## src/mem_pkg.sv

```systemverilog
/* memory controller shared definitions
   bus constants, access width codes and the two client request payloads */
`default_nettype none

package mem_pkg;

    localparam int addr_w = 32;                     // address bus width

    typedef logic [31:0] word_t;                    // inst, store data, load result
    typedef logic [7:0]  byte_t;                    // one bus byte
    typedef logic [2:0]  ls_width_t;                // funct3 style access code

    localparam word_t mem_top_addr = 32'h0001_FFFF; // last byte of the 128 KB ram

    localparam ls_width_t lsw_byte   = 3'd0;        // signed byte
    localparam ls_width_t lsw_half   = 3'd1;        // signed half
    localparam ls_width_t lsw_word   = 3'd2;        // full word
    localparam ls_width_t lsw_byte_u = 3'd4;        // unsigned byte
    localparam ls_width_t lsw_half_u = 3'd5;        // unsigned half

    typedef struct packed {
        word_t pc;                                  // word aligned fetch address
    } fetch_req_t;

    typedef struct packed {
        logic      is_store;                        // 1 store, 0 load
        ls_width_t width;
        word_t     addr;
        word_t     store_data;                      // ignored on loads
    } ls_req_t;

    typedef enum logic {
        sel_fetch = 1'b0,
        sel_ls    = 1'b1
    } client_sel_t;

    // number of bus cycles for an access, stores use only the size bits
    function automatic logic [2:0] bytes_of(ls_width_t w);
        case (w[1:0])
            2'd0:    return 3'd1;
            2'd1:    return 3'd2;
            default: return 3'd4;
        endcase
    endfunction

endpackage

`default_nettype wire
```

## src/mem_ctrl.sv

```systemverilog
/* memory controller top, shares the byte-wide ram bus between
   an instruction fetch client and a load/store client */
`timescale 1ns/1ps
`default_nettype none

module mem_ctrl (
    input  logic               clk_in,
    input  logic               rst_in,
    input  logic               rdy_in,      // pause everything when low
    input  logic               fetch_req,
    input  mem_pkg::word_t     fetch_pc,
    output logic               fetch_ack,
    output mem_pkg::word_t     fetch_inst,
    input  logic               ls_req,
    input  logic               ls_is_store,
    input  mem_pkg::ls_width_t ls_width,
    input  mem_pkg::word_t     ls_addr,
    input  mem_pkg::word_t     ls_wdata,
    output logic               ls_ack,
    output mem_pkg::word_t     ls_rdata,
    input  mem_pkg::byte_t     mem_din,     // read byte, one cycle after address
    output mem_pkg::byte_t     mem_dout,
    output mem_pkg::word_t     mem_a,
    output logic               mem_wr       // 1 write, 0 read
);

    import mem_pkg::*;

    fetch_req_t  fetch_payload;
    fetch_req_t  fetch_held;
    ls_req_t     ls_payload;
    ls_req_t     ls_held;
    logic        fetch_pending;
    logic        ls_pending;
    logic        fetch_done;
    logic        ls_done;
    client_sel_t owner;
    ls_width_t   width;
    logic        byte_valid;
    logic [1:0]  byte_index;
    word_t       asm_result;                // valid together with done

    assign fetch_payload.pc = fetch_pc;

    assign ls_payload = '{
        is_store:   ls_is_store,
        width:      ls_width,
        addr:       ls_addr,
        store_data: ls_wdata
    };

    client_port #(
        .payload_t (fetch_req_t)
    ) i_fetch_port (
        .clk_in      (clk_in),
        .rst_in      (rst_in),
        .rdy_in      (rdy_in),
        .req         (fetch_req),
        .payload     (fetch_payload),
        .ack         (fetch_ack),
        .result      (fetch_inst),
        .pending     (fetch_pending),
        .held        (fetch_held),
        .done        (fetch_done),
        .done_result (asm_result)
    );

    client_port #(
        .payload_t (ls_req_t)
    ) i_ls_port (
        .clk_in      (clk_in),
        .rst_in      (rst_in),
        .rdy_in      (rdy_in),
        .req         (ls_req),
        .payload     (ls_payload),
        .ack         (ls_ack),
        .result      (ls_rdata),
        .pending     (ls_pending),
        .held        (ls_held),
        .done        (ls_done),
        .done_result (asm_result)
    );

    byte_sequencer i_seq (
        .clk_in        (clk_in),
        .rst_in        (rst_in),
        .rdy_in        (rdy_in),
        .fetch_pending (fetch_pending),
        .fetch_req     (fetch_held),
        .ls_pending    (ls_pending),
        .ls_req        (ls_held),
        .fetch_done    (fetch_done),
        .ls_done       (ls_done),
        .owner         (owner),
        .width         (width),
        .byte_valid    (byte_valid),
        .byte_index    (byte_index),
        .last          (),                  // already folded into the done pulses
        .mem_a         (mem_a),
        .mem_dout      (mem_dout),
        .mem_wr        (mem_wr)
    );

    load_assembler i_asm (
        .clk_in     (clk_in),
        .rst_in     (rst_in),
        .rdy_in     (rdy_in),
        .byte_valid (byte_valid),
        .byte_index (byte_index),
        .mem_din    (mem_din),
        .width      (width),
        .owner      (owner),
        .result     (asm_result)
    );

endmodule

`default_nettype wire

```

## src/load_assembler.sv

```systemverilog
/* load assembler, gathers returned read bytes by index and
   extends them to the 32-bit result for the owning client */
`timescale 1ns/1ps
`default_nettype none

module load_assembler (
    input  logic                 clk_in,
    input  logic                 rst_in,
    input  logic                 rdy_in,
    input  logic                 byte_valid,
    input  logic [1:0]           byte_index,
    input  mem_pkg::byte_t       mem_din,
    input  mem_pkg::ls_width_t   width,
    input  mem_pkg::client_sel_t owner,
    output mem_pkg::word_t       result
);

    import mem_pkg::*;

    byte_t b_q [0:2];                           // bytes 0..2 of the access
    byte_t b   [0:3];                           // registered bytes plus bus byte

    always_ff @(posedge clk_in)
    begin
        if (rst_in)
        begin
            b_q[0] <= '0;
            b_q[1] <= '0;
            b_q[2] <= '0;
        end
        else if (rdy_in && byte_valid && byte_index != 2'd3)
        begin
            b_q[byte_index] <= mem_din;
        end
    end

    always_comb
    begin
        for (int i = 0; i < 3; i++)
        begin
            // the byte on the bus this cycle overrides its stale register
            b[i] = (byte_valid && byte_index == 2'(i)) ? mem_din : b_q[i];
        end
        b[3] = mem_din;                         // byte 3 only ever arrives last

        if (owner == sel_fetch)
        begin
            result = {b[3], b[2], b[1], b[0]};  // raw instruction word
        end
        else
        begin
            case (width)
                lsw_byte:   result = {{24{b[0][7]}}, b[0]};
                lsw_half:   result = {{16{b[1][7]}}, b[1], b[0]};
                lsw_word:   result = {b[3], b[2], b[1], b[0]};
                lsw_byte_u: result = {24'd0, b[0]};
                lsw_half_u: result = {16'd0, b[1], b[0]};
                default:    result = {b[3], b[2], b[1], b[0]};
            endcase
        end
    end

endmodule

`default_nettype wire

```

## src/byte_sequencer.sv

```systemverilog
/* byte sequencer, arbitrates the two clients and runs byte cycles
   on the 8-bit memory bus, with a one-cycle read return stage */
`timescale 1ns/1ps
`default_nettype none

module byte_sequencer (
    input  logic                 clk_in,
    input  logic                 rst_in,
    input  logic                 rdy_in,
    input  logic                 fetch_pending,
    input  mem_pkg::fetch_req_t  fetch_req,
    input  logic                 ls_pending,
    input  mem_pkg::ls_req_t     ls_req,
    output logic                 fetch_done,
    output logic                 ls_done,
    output mem_pkg::client_sel_t owner,
    output mem_pkg::ls_width_t   width,
    output logic                 byte_valid,
    output logic [1:0]           byte_index,
    output logic                 last,
    output mem_pkg::word_t       mem_a,
    output mem_pkg::byte_t       mem_dout,
    output logic                 mem_wr
);

    import mem_pkg::*;

    logic              active;                  // transfer owns the bus
    logic              is_store;
    logic [2:0]        n_bytes;                 // 1, 2 or 4
    logic [2:0]        cnt;                     // next byte to issue
    logic              rd_valid;                // read byte due on mem_din
    logic [1:0]        rd_index;
    logic              rd_last;
    logic [addr_w-1:0] base_addr;
    word_t             wdata;

    logic              issuing;
    logic              wr_last;
    logic              done;
    logic              use_rd;
    logic [1:0]        offset;
    logic [addr_w-1:0] byte_addr;
    byte_t             wbyte;

    assign issuing = active && (cnt < n_bytes);
    assign wr_last = issuing && is_store && (cnt == n_bytes - 3'd1);

    // read return, only taken in a ready cycle
    assign byte_valid = rd_valid && rdy_in;
    assign byte_index = rd_index;
    assign last       = rd_valid && rd_last && rdy_in;

    assign done       = last || (wr_last && rdy_in);
    assign fetch_done = done && (owner == sel_fetch);
    assign ls_done    = done && (owner == sel_ls);

    // during a pause the address of the byte still due is shown again,
    // so its data sits on mem_din in the first ready cycle
    assign use_rd    = rd_valid && (!rdy_in || !issuing);
    assign offset    = use_rd ? rd_index : cnt[1:0];
    assign byte_addr = (base_addr + addr_w'(offset)) & mem_top_addr; // stay inside 128 KB

    assign wbyte    = wdata[8*cnt[1:0] +: 8];   // little endian store byte
    assign mem_a    = active ? byte_addr : '0;
    assign mem_dout = (active && is_store) ? wbyte : '0;
    assign mem_wr   = issuing && is_store && rdy_in; // no repeated write on stall

    always_ff @(posedge clk_in)
    begin
        if (rst_in)
        begin
            active   <= 1'b0;
            owner    <= sel_fetch;
            width    <= lsw_word;
            is_store <= 1'b0;
            n_bytes  <= '0;
            cnt      <= '0;
            rd_valid <= 1'b0;
            rd_index <= '0;
            rd_last  <= 1'b0;
        end
        else if (rdy_in)
        begin
            if (!active)
            begin
                cnt <= '0;
                if (ls_pending)                 // ls beats fetch
                begin
                    active   <= 1'b1;
                    owner    <= sel_ls;
                    is_store <= ls_req.is_store;
                    width    <= ls_req.width;
                    n_bytes  <= bytes_of(ls_req.width);
                end
                else if (fetch_pending)
                begin
                    active   <= 1'b1;
                    owner    <= sel_fetch;
                    is_store <= 1'b0;           // fetch is always a word load
                    width    <= lsw_word;
                    n_bytes  <= 3'd4;
                end
            end
            else
            begin
                if (issuing)
                    cnt <= cnt + 3'd1;
                rd_valid <= issuing && !is_store;  // data back next cycle
                rd_index <= cnt[1:0];
                rd_last  <= (cnt == n_bytes - 3'd1);
                if (done)
                    active <= 1'b0;             // transfer always runs to the end
            end
        end
    end

    // request payload, taken when a client is picked
    always_ff @(posedge clk_in)
    begin
        if (rdy_in && !active)
        begin
            if (ls_pending)
            begin
                base_addr <= ls_req.addr;
                wdata     <= ls_req.store_data;
            end
            else if (fetch_pending)
            begin
                base_addr <= fetch_req.pc;
                wdata     <= '0;
            end
        end
    end

endmodule

`default_nettype wire

```

## src/client_port.sv

```systemverilog
/* client port, four-phase req/ack front end for one memory client
   captures the request payload and hands the served result back */
`timescale 1ns/1ps
`default_nettype none

module client_port #(
    parameter type payload_t = logic
) (
    input  logic           clk_in,
    input  logic           rst_in,
    input  logic           rdy_in,
    input  logic           req,
    input  payload_t       payload,
    output logic           ack,
    output mem_pkg::word_t result,
    output logic           pending,
    output payload_t       held,
    input  logic           done,
    input  mem_pkg::word_t done_result
);

    typedef enum logic [1:0] {
        st_idle,                                // waiting for req
        st_waiting,                             // captured, queued at sequencer
        st_acked                                // result out, waiting for req low
    } state_t;

    state_t state;

    always_ff @(posedge clk_in)
    begin
        if (rst_in)
        begin
            state <= st_idle;
        end
        else if (rdy_in)                        // frozen while paused
        begin
            case (state)
                st_idle:
                begin
                    if (req)
                        state <= st_waiting;
                end
                st_waiting:
                begin
                    if (done)
                        state <= st_acked;      // ack one cycle after done
                end
                st_acked:
                begin
                    if (!req)
                        state <= st_idle;       // four-phase release
                end
                default:
                    state <= st_idle;
            endcase
        end
    end

    // payload and result registers
    always_ff @(posedge clk_in)
    begin
        if (rdy_in && state == st_idle && req)
            held <= payload;                    // request stable while req high
        if (rdy_in && state == st_waiting && done)
            result <= done_result;              // assembler word valid with done
    end

    assign pending = (state == st_waiting);
    assign ack     = (state == st_acked);       // result stable while ack high

endmodule

`default_nettype wire

```

## config.mk

```make
export PLATFORM = sky130hd
export DESIGN_NAME = mem_ctrl
export DESIGN_NICKNAME = d
export VERILOG_FILES = /design/src/mem_pkg.sv /design/src/mem_ctrl.sv /design/src/load_assembler.sv /design/src/byte_sequencer.sv /design/src/client_port.sv
export SDC_FILE = /design/constraint.sdc
export NUM_CORES = 1
export LEC_CHECK = 0
export ABC_CLOCK_PERIOD_IN_PS = 9500
export BUFFER_PORTS_ARGS = -buffer_cell sky130_fd_sc_hd__buf_2
export CAP_MARGIN = 15
export CORE_MARGIN = 2
export CORE_UTILIZATION = 54
export CTS_CLUSTER_DIAMETER = 100
export DETAILED_ROUTE_END_ITERATION = 7
export HOLD_SLACK_MARGIN = 0.12
export PLACE_DENSITY_LB_ADDON = 0.25
export SYNTH_ARGS = -nofsm -noshare
export SYNTH_HDL_FRONTEND = slang
export SYNTH_SLANG_ARGS = --single-unit
```

## constraint.sdc

```tcl
create_clock -name clk_in -period 9.5 [get_ports clk_in]
set_input_delay 1.9 -clock clk_in [delete_from_list [all_inputs] [get_ports clk_in]]
set_output_delay 1.9 -clock clk_in [all_outputs]
set_load 0.005 [all_outputs]
```

Yosys cells after proc, flatten, opt, wreduce, memory -nomap -nowiden
Memory sizes are Yosys's and may differ from the RTL's.
Index checks and enable logic that the tools add are counted.
W data, S select, Z words.
Storage, ports and cells
  bits in registers: 203
  memory bits (writable): 24
  word-level logic and storage cells: 135
  memories kept: 1
Memory list
  i_asm.b_q: depth 3, bits a word 8, read ports 3, clocked after memory_dff 0, wr ports 3, line load_assembler.sv:20  | byte_t b_q [0:2];
Cells by class
  $add $sub $neg: 3
  $lt $le $gt $ge: 1
  equal/unequal tests: 19
  shifts and indexed selects: 1
  mux-type cells: 42
  bitwise gates (word level): 2
  reduce and logical (&&, ||, !) cells: 46
Operator list (count)
  $pmux W32 S4: 1
  $mux W32: 3
  $mux W17: 3
  $mux W8: 5
  $shiftx A32 B6 Y8: 1
  $logic_and A1 B1 Y1: 27
  $mux W3: 6
  $add A17 B2 Y17: 1
  $mux W2: 8
  $ne A2 B2 Y1 const B: 7
  $mux W1: 13
  $pmux W2 S3: 2
  $eq A2 B1 Y1 const B: 4
  $logic_not A2 Y1: 4
  $reduce_and A4 Y1: 2
  $reduce_or A8 Y1: 1
  $eq A2 B2 Y1 const B: 3
  $eq A3 B3 Y1 const B: 2
  $pmux W3 S2: 1
  $reduce_and A2 Y1: 3
  $logic_not A1 Y1: 4
  $add A3 B1 Y3 const B: 1
  $eq A3 B1 Y1 const B: 1
  $eq A3 B3 Y1: 1
  8 further kinds: 10

Logic depth before layout (Yosys ltp)
  depth in word-level cells: 9
  depth in mapped cells: 14
  mapped depth without buffers: 13

Modules after synthesis
From an unflattened synthesis, not the netlist that was laid out.
Unflattened totals
  cells, all modules: 650
  area, all modules: 10202.3 um2
Modules (own cells, without submodules)
  byte_sequencer: instances 1, cells an instance 315, area each 3530.9 um2
  client_port (i_ls_port): instances 1, cells an instance 115, area each 3118.0 um2
  client_port (i_fetch_port): instances 1, cells an instance 79, area each 2037.0 um2
  load_assembler: instances 1, cells an instance 141, area each 1516.5 um2

Least setup slack after synthesis
OpenSTA, ideal clock, no wires.
  path type: in2reg
  start point: input rdy_in
  end point: register i_ls_port.held[0] (netlist name) (enable)
  library setup time: 600 ps
  arrival time: 7295 ps
  data required time: 8900 ps
  setup slack: 1605 ps
  cell stages on the path: 2
  path buffers: 1
  cells stage by stage: buf_2 -> nor4bb_1
Between the ends
  longest elaborated chain between the ends: 2
RTL lines
  from (decl): line mem_ctrl.sv:9  | input logic rdy_in,
  $logic_and A1 B1 Y1 (2 in a row): line client_port.sv:63  | if (rdy_in && state == st_idle && req)
  to (signal assigned): line client_port.sv:64  | held <= payload;
  to (decl): line client_port.sv:17  | output payload_t held,
Every way passes these cells.
A chain may end at the register's enable or synchronous reset.

Final worst setup path
  start point: input rdy_in
  end point: output mem_a[14]
Between the ends
  longest elaborated chain between the ends: 6
RTL lines
  $logic_not A1 Y1: line byte_sequencer.sv:60  | assign use_rd = rd_valid && (!rdy_in || !issuing);
  $logic_or A1 B1 Y1: line byte_sequencer.sv:60
  $logic_and A1 B1 Y1: line byte_sequencer.sv:60
  $mux W2: line byte_sequencer.sv:61  | assign offset = use_rd ? rd_index : cnt[1:0];
  $add A17 B2 Y17: line byte_sequencer.sv:62  | assign byte_addr = (base_addr + addr_w'(offset)) & mem_top_addr;
  $mux W17: line byte_sequencer.sv:65  | assign mem_a = active ? byte_addr : '0;
  to (decl): line mem_ctrl.sv:23  | output mem_pkg::word_t mem_a,
Every way passes these cells.

==> impl_metrics.json <==
{
  "ys_warn_count": 0,
  "r2r_cells": 7,
  "cp-startpoint": "rdy_in",
  "outcome": "completed",
  "cts_resized": 0,
  "nets": 927,
  "synth_cells": 631,
  "track_usage_pct": 19.4,
  "routedWlPerCell_um": 16.7,
  "clk_pin_slew_ns": 0.06,
  "antenna_found_initial": 1,
  "reg2reg_from": "i_seq.cnt[0]",
  "synth.distinct_cells": 59,
  "drive_gt1_share_pct": 29.4,
  "fin_skew_ns": 0.0109,
  "n_fill_cell": 1236,
  "die_area_mm2": 0.0183,
  "ys.flop_type": "edfxtp_1",
  "timing.max_cap.violations": 0,
  "hpwl_um": 12000,
  "cts-root-buf": "clkbuf_16",
  "initial_utilization_pct": 55.7,
  "clock_latency_ns": 0.50,
  "fin_crit_sh_pct": 69.8,
  "grt_pass1_wl_um": 27600,
  "drc": 0,
  "rsz0062_at_grt": "no",
  "cts_max_path_buffers": 3,
  "relSlewSlack_pct": 32.2,
  "grt-ovfl-total": 0,
  "crit_path_start_kind": "input pin",
  "worstReg2RegEnd": "i_ls_port.result[2]",
  "arrival_ns": 4.73,
  "cts_tree": "built",
  "synth_edf_count": 207,
  "antenna_left": 0,
  "p_leak_uw": 0.00444,
  "fp.dieH_um": 135,
  "vias": 5482,
  "setup_viol": 0,
  "synth_top_area_share_pct": 66.8,
  "synth_area_leaders": "edfxtp_1 (67%), and2_1 (4.7%), dfxtp_1 (4.3%)",
  "syn_area_per_cell_um2": 14.7,
  "grt_max_degree": 51,
  "io_pins": 220,
  "yosysMostFrequentCell": "edfxtp_1",
  "core_mm2": 0.0167,
  "cts_setup_buffers": 0,
  "hold_viol": 0,
  "ys_async_sr_fraction_pct": 0,
  "finalMaxSlewViolations": 0,
  "worstPathRequired_ns": 7.60,
  "drtPass1Iterations": 5,
  "critPathMaxFanout": 13,
  "cts.sinks": 227,
  "vdd.ir_drop.worst_v": 0.000175,
  "syn_to_final_growth_pct": 18.5,
  "place_area_mm2": 0.0103,
  "rrSetupSlack_ns": 6.67,
  "totalWireLength_um": 17400,
  "vias_per_cell": 5.26,
  "yosysTopAreaCell": "edfxtp_1",
  "numPortBuffers": 174,
  "crit_path_end": "mem_a[14]",
  "fmax_ghz": 0.151,
  "syn-cell-area_mm2": 0.00930,
  "gp_routability_congestion": 0.794,
  "synth.yosys.seq_area_share_pct": 71.1,
  "first_global_vias": 5325,
  "die_w_um": 135,
  "row_count": 47,
  "yosys_register_bits": 227,
  "cts_buffers": 23,
  "fin_crit_ns": 6.63,
  "power_density_mw_per_mm2": 207,
  "drt_iter0_markers": 373,
  "hold_path.class": "flop to flop",
  "finalSetupTns_ns": 0,
  "worst-setup-path-type": "input pin to output pin",
  "synth_commonest_cells": "edfxtp_1 (207), nand2_1 (77), and2_1 (70), dfxtp_1 (20)",
  "fin_util_pct": 66.0,
  "htreeDepth": 1,
  "stdcell_area_mm2": 0.0110,
  "end_kind": "output pin",
  "postCtsHoldBufs": 0,
  "worst_pin_slew_ns": 1.02
}
-- cell usage in the layout (no fill, tap or decap), drive strengths merged, types with 11 or more instances in the layout --
cell      n
edfxtp  207
buf     180
nand2    77
and2     71
clkbuf   31
dfxtp    20
mux2i    19
nor2     16
conb     15
o21ai    13
inv      13
xnor2    12
nand3    11
-- per-stage QoR --
step | worst slack, ns | total power (uW) | hold WS (ns) | cells
6_report | 2.87 | 2280 | 0.460 | 1043
5_1_grt | 2.71 | 2380 | 0.492 | 1043
4_1_cts | 2.87 | 2300 | 0.463 | 1041
3_5_place_dp | 2.88 | 1480 | 0.455 | 1000
3_3_place_gp | 3.00 | 1460 | 0.439 | 1000
2_1_floorplan | 1.61 | 1400 | 0.432 | 645
-- power by group --
part / switching [uW] / total, uW / internal, uW
clock network: 345 / 826 / 481
logic: 140 / 233 / 93.4
registers: 35.6 / 1220 / 1190
total: 520 / 2280 / 1760
-- sequential cells by signal, indices dropped and copies added, names as in the netlist, 3 cells and up --
register and count:
i_fetch_port.held 17, i_fetch_port.result 32, i_seq.base_addr 17, i_asm.b_q 24, i_seq.width 3, i_seq.n_bytes 3
i_seq.wdata 32, i_seq.cnt 3, i_ls_port.held 53, i_ls_port.result 32
-- worst min path at each step --
stage                  startpoint             to  slack [ns]  cells past startpoint
global placement    i_seq.rd_last  i_seq.rd_last        0.44                      2
detailed placement  i_seq.rd_last  i_seq.rd_last        0.45                      2
CTS                 i_seq.rd_last  i_seq.rd_last        0.46                      2
finish              i_seq.rd_last  i_seq.rd_last        0.46                      2
floorplan           i_seq.rd_last  i_seq.rd_last        0.43                      2
global route        i_seq.rd_last  i_seq.rd_last        0.49                      2
-- critical path: stages --
cell and delay [ns]:
buf_2 0.23, nand2_1 0.20, o21a_1 0.28, mux2_2 0.25, ha_1 0.18, inv_1 0.07, fa_1 0.48, nor2b_1 0.29
nand4_2 0.20, or3_1 0.34, a21boi_1 0.17, buf_2 0.14
-- per-layer routing --
layer / wire, um / global-route usage (%) / vias up
met5: 0 / 0 / -
met4: 690 / 8.62 / 0
met3: 1030 / 3.18 / 51
met2: 8600 / 32.8 / 215
met1: 7110 / 24.9 / 2582
li1: - / - / 2634
-- layout make-up --
cell class	count	area, um^2	area share, %
clock inverters	10	76.3	0.692
repair buffers	180	920	8.34
well taps	220	275	2.50
inverters	12	45.0	0.409
clock buffers	31	616	5.59
flip-flops and latches	227	6620	60.0
multi-input cells	362	2470	22.4
diodes	1	2.50	0.0227
-- kinds of logic (layout without fill, tap and decap cells) --
logic type	count (synthesis)	in the layout	share of synthesized area [%]
buffers and inverters	56	233	3.28
XOR/XNOR	14	14	1.48
other	1	16	0.0403
adder cells (fa/ha/maj)	8	8	1.16
flip-flops	227	227	71.1
AND/OR/NAND/NOR	233	233	13.7
multiplexers	37	37	5.23
AO/OA/AOI/OAI	55	55	3.93
Power figures use the tool's default switching activity.
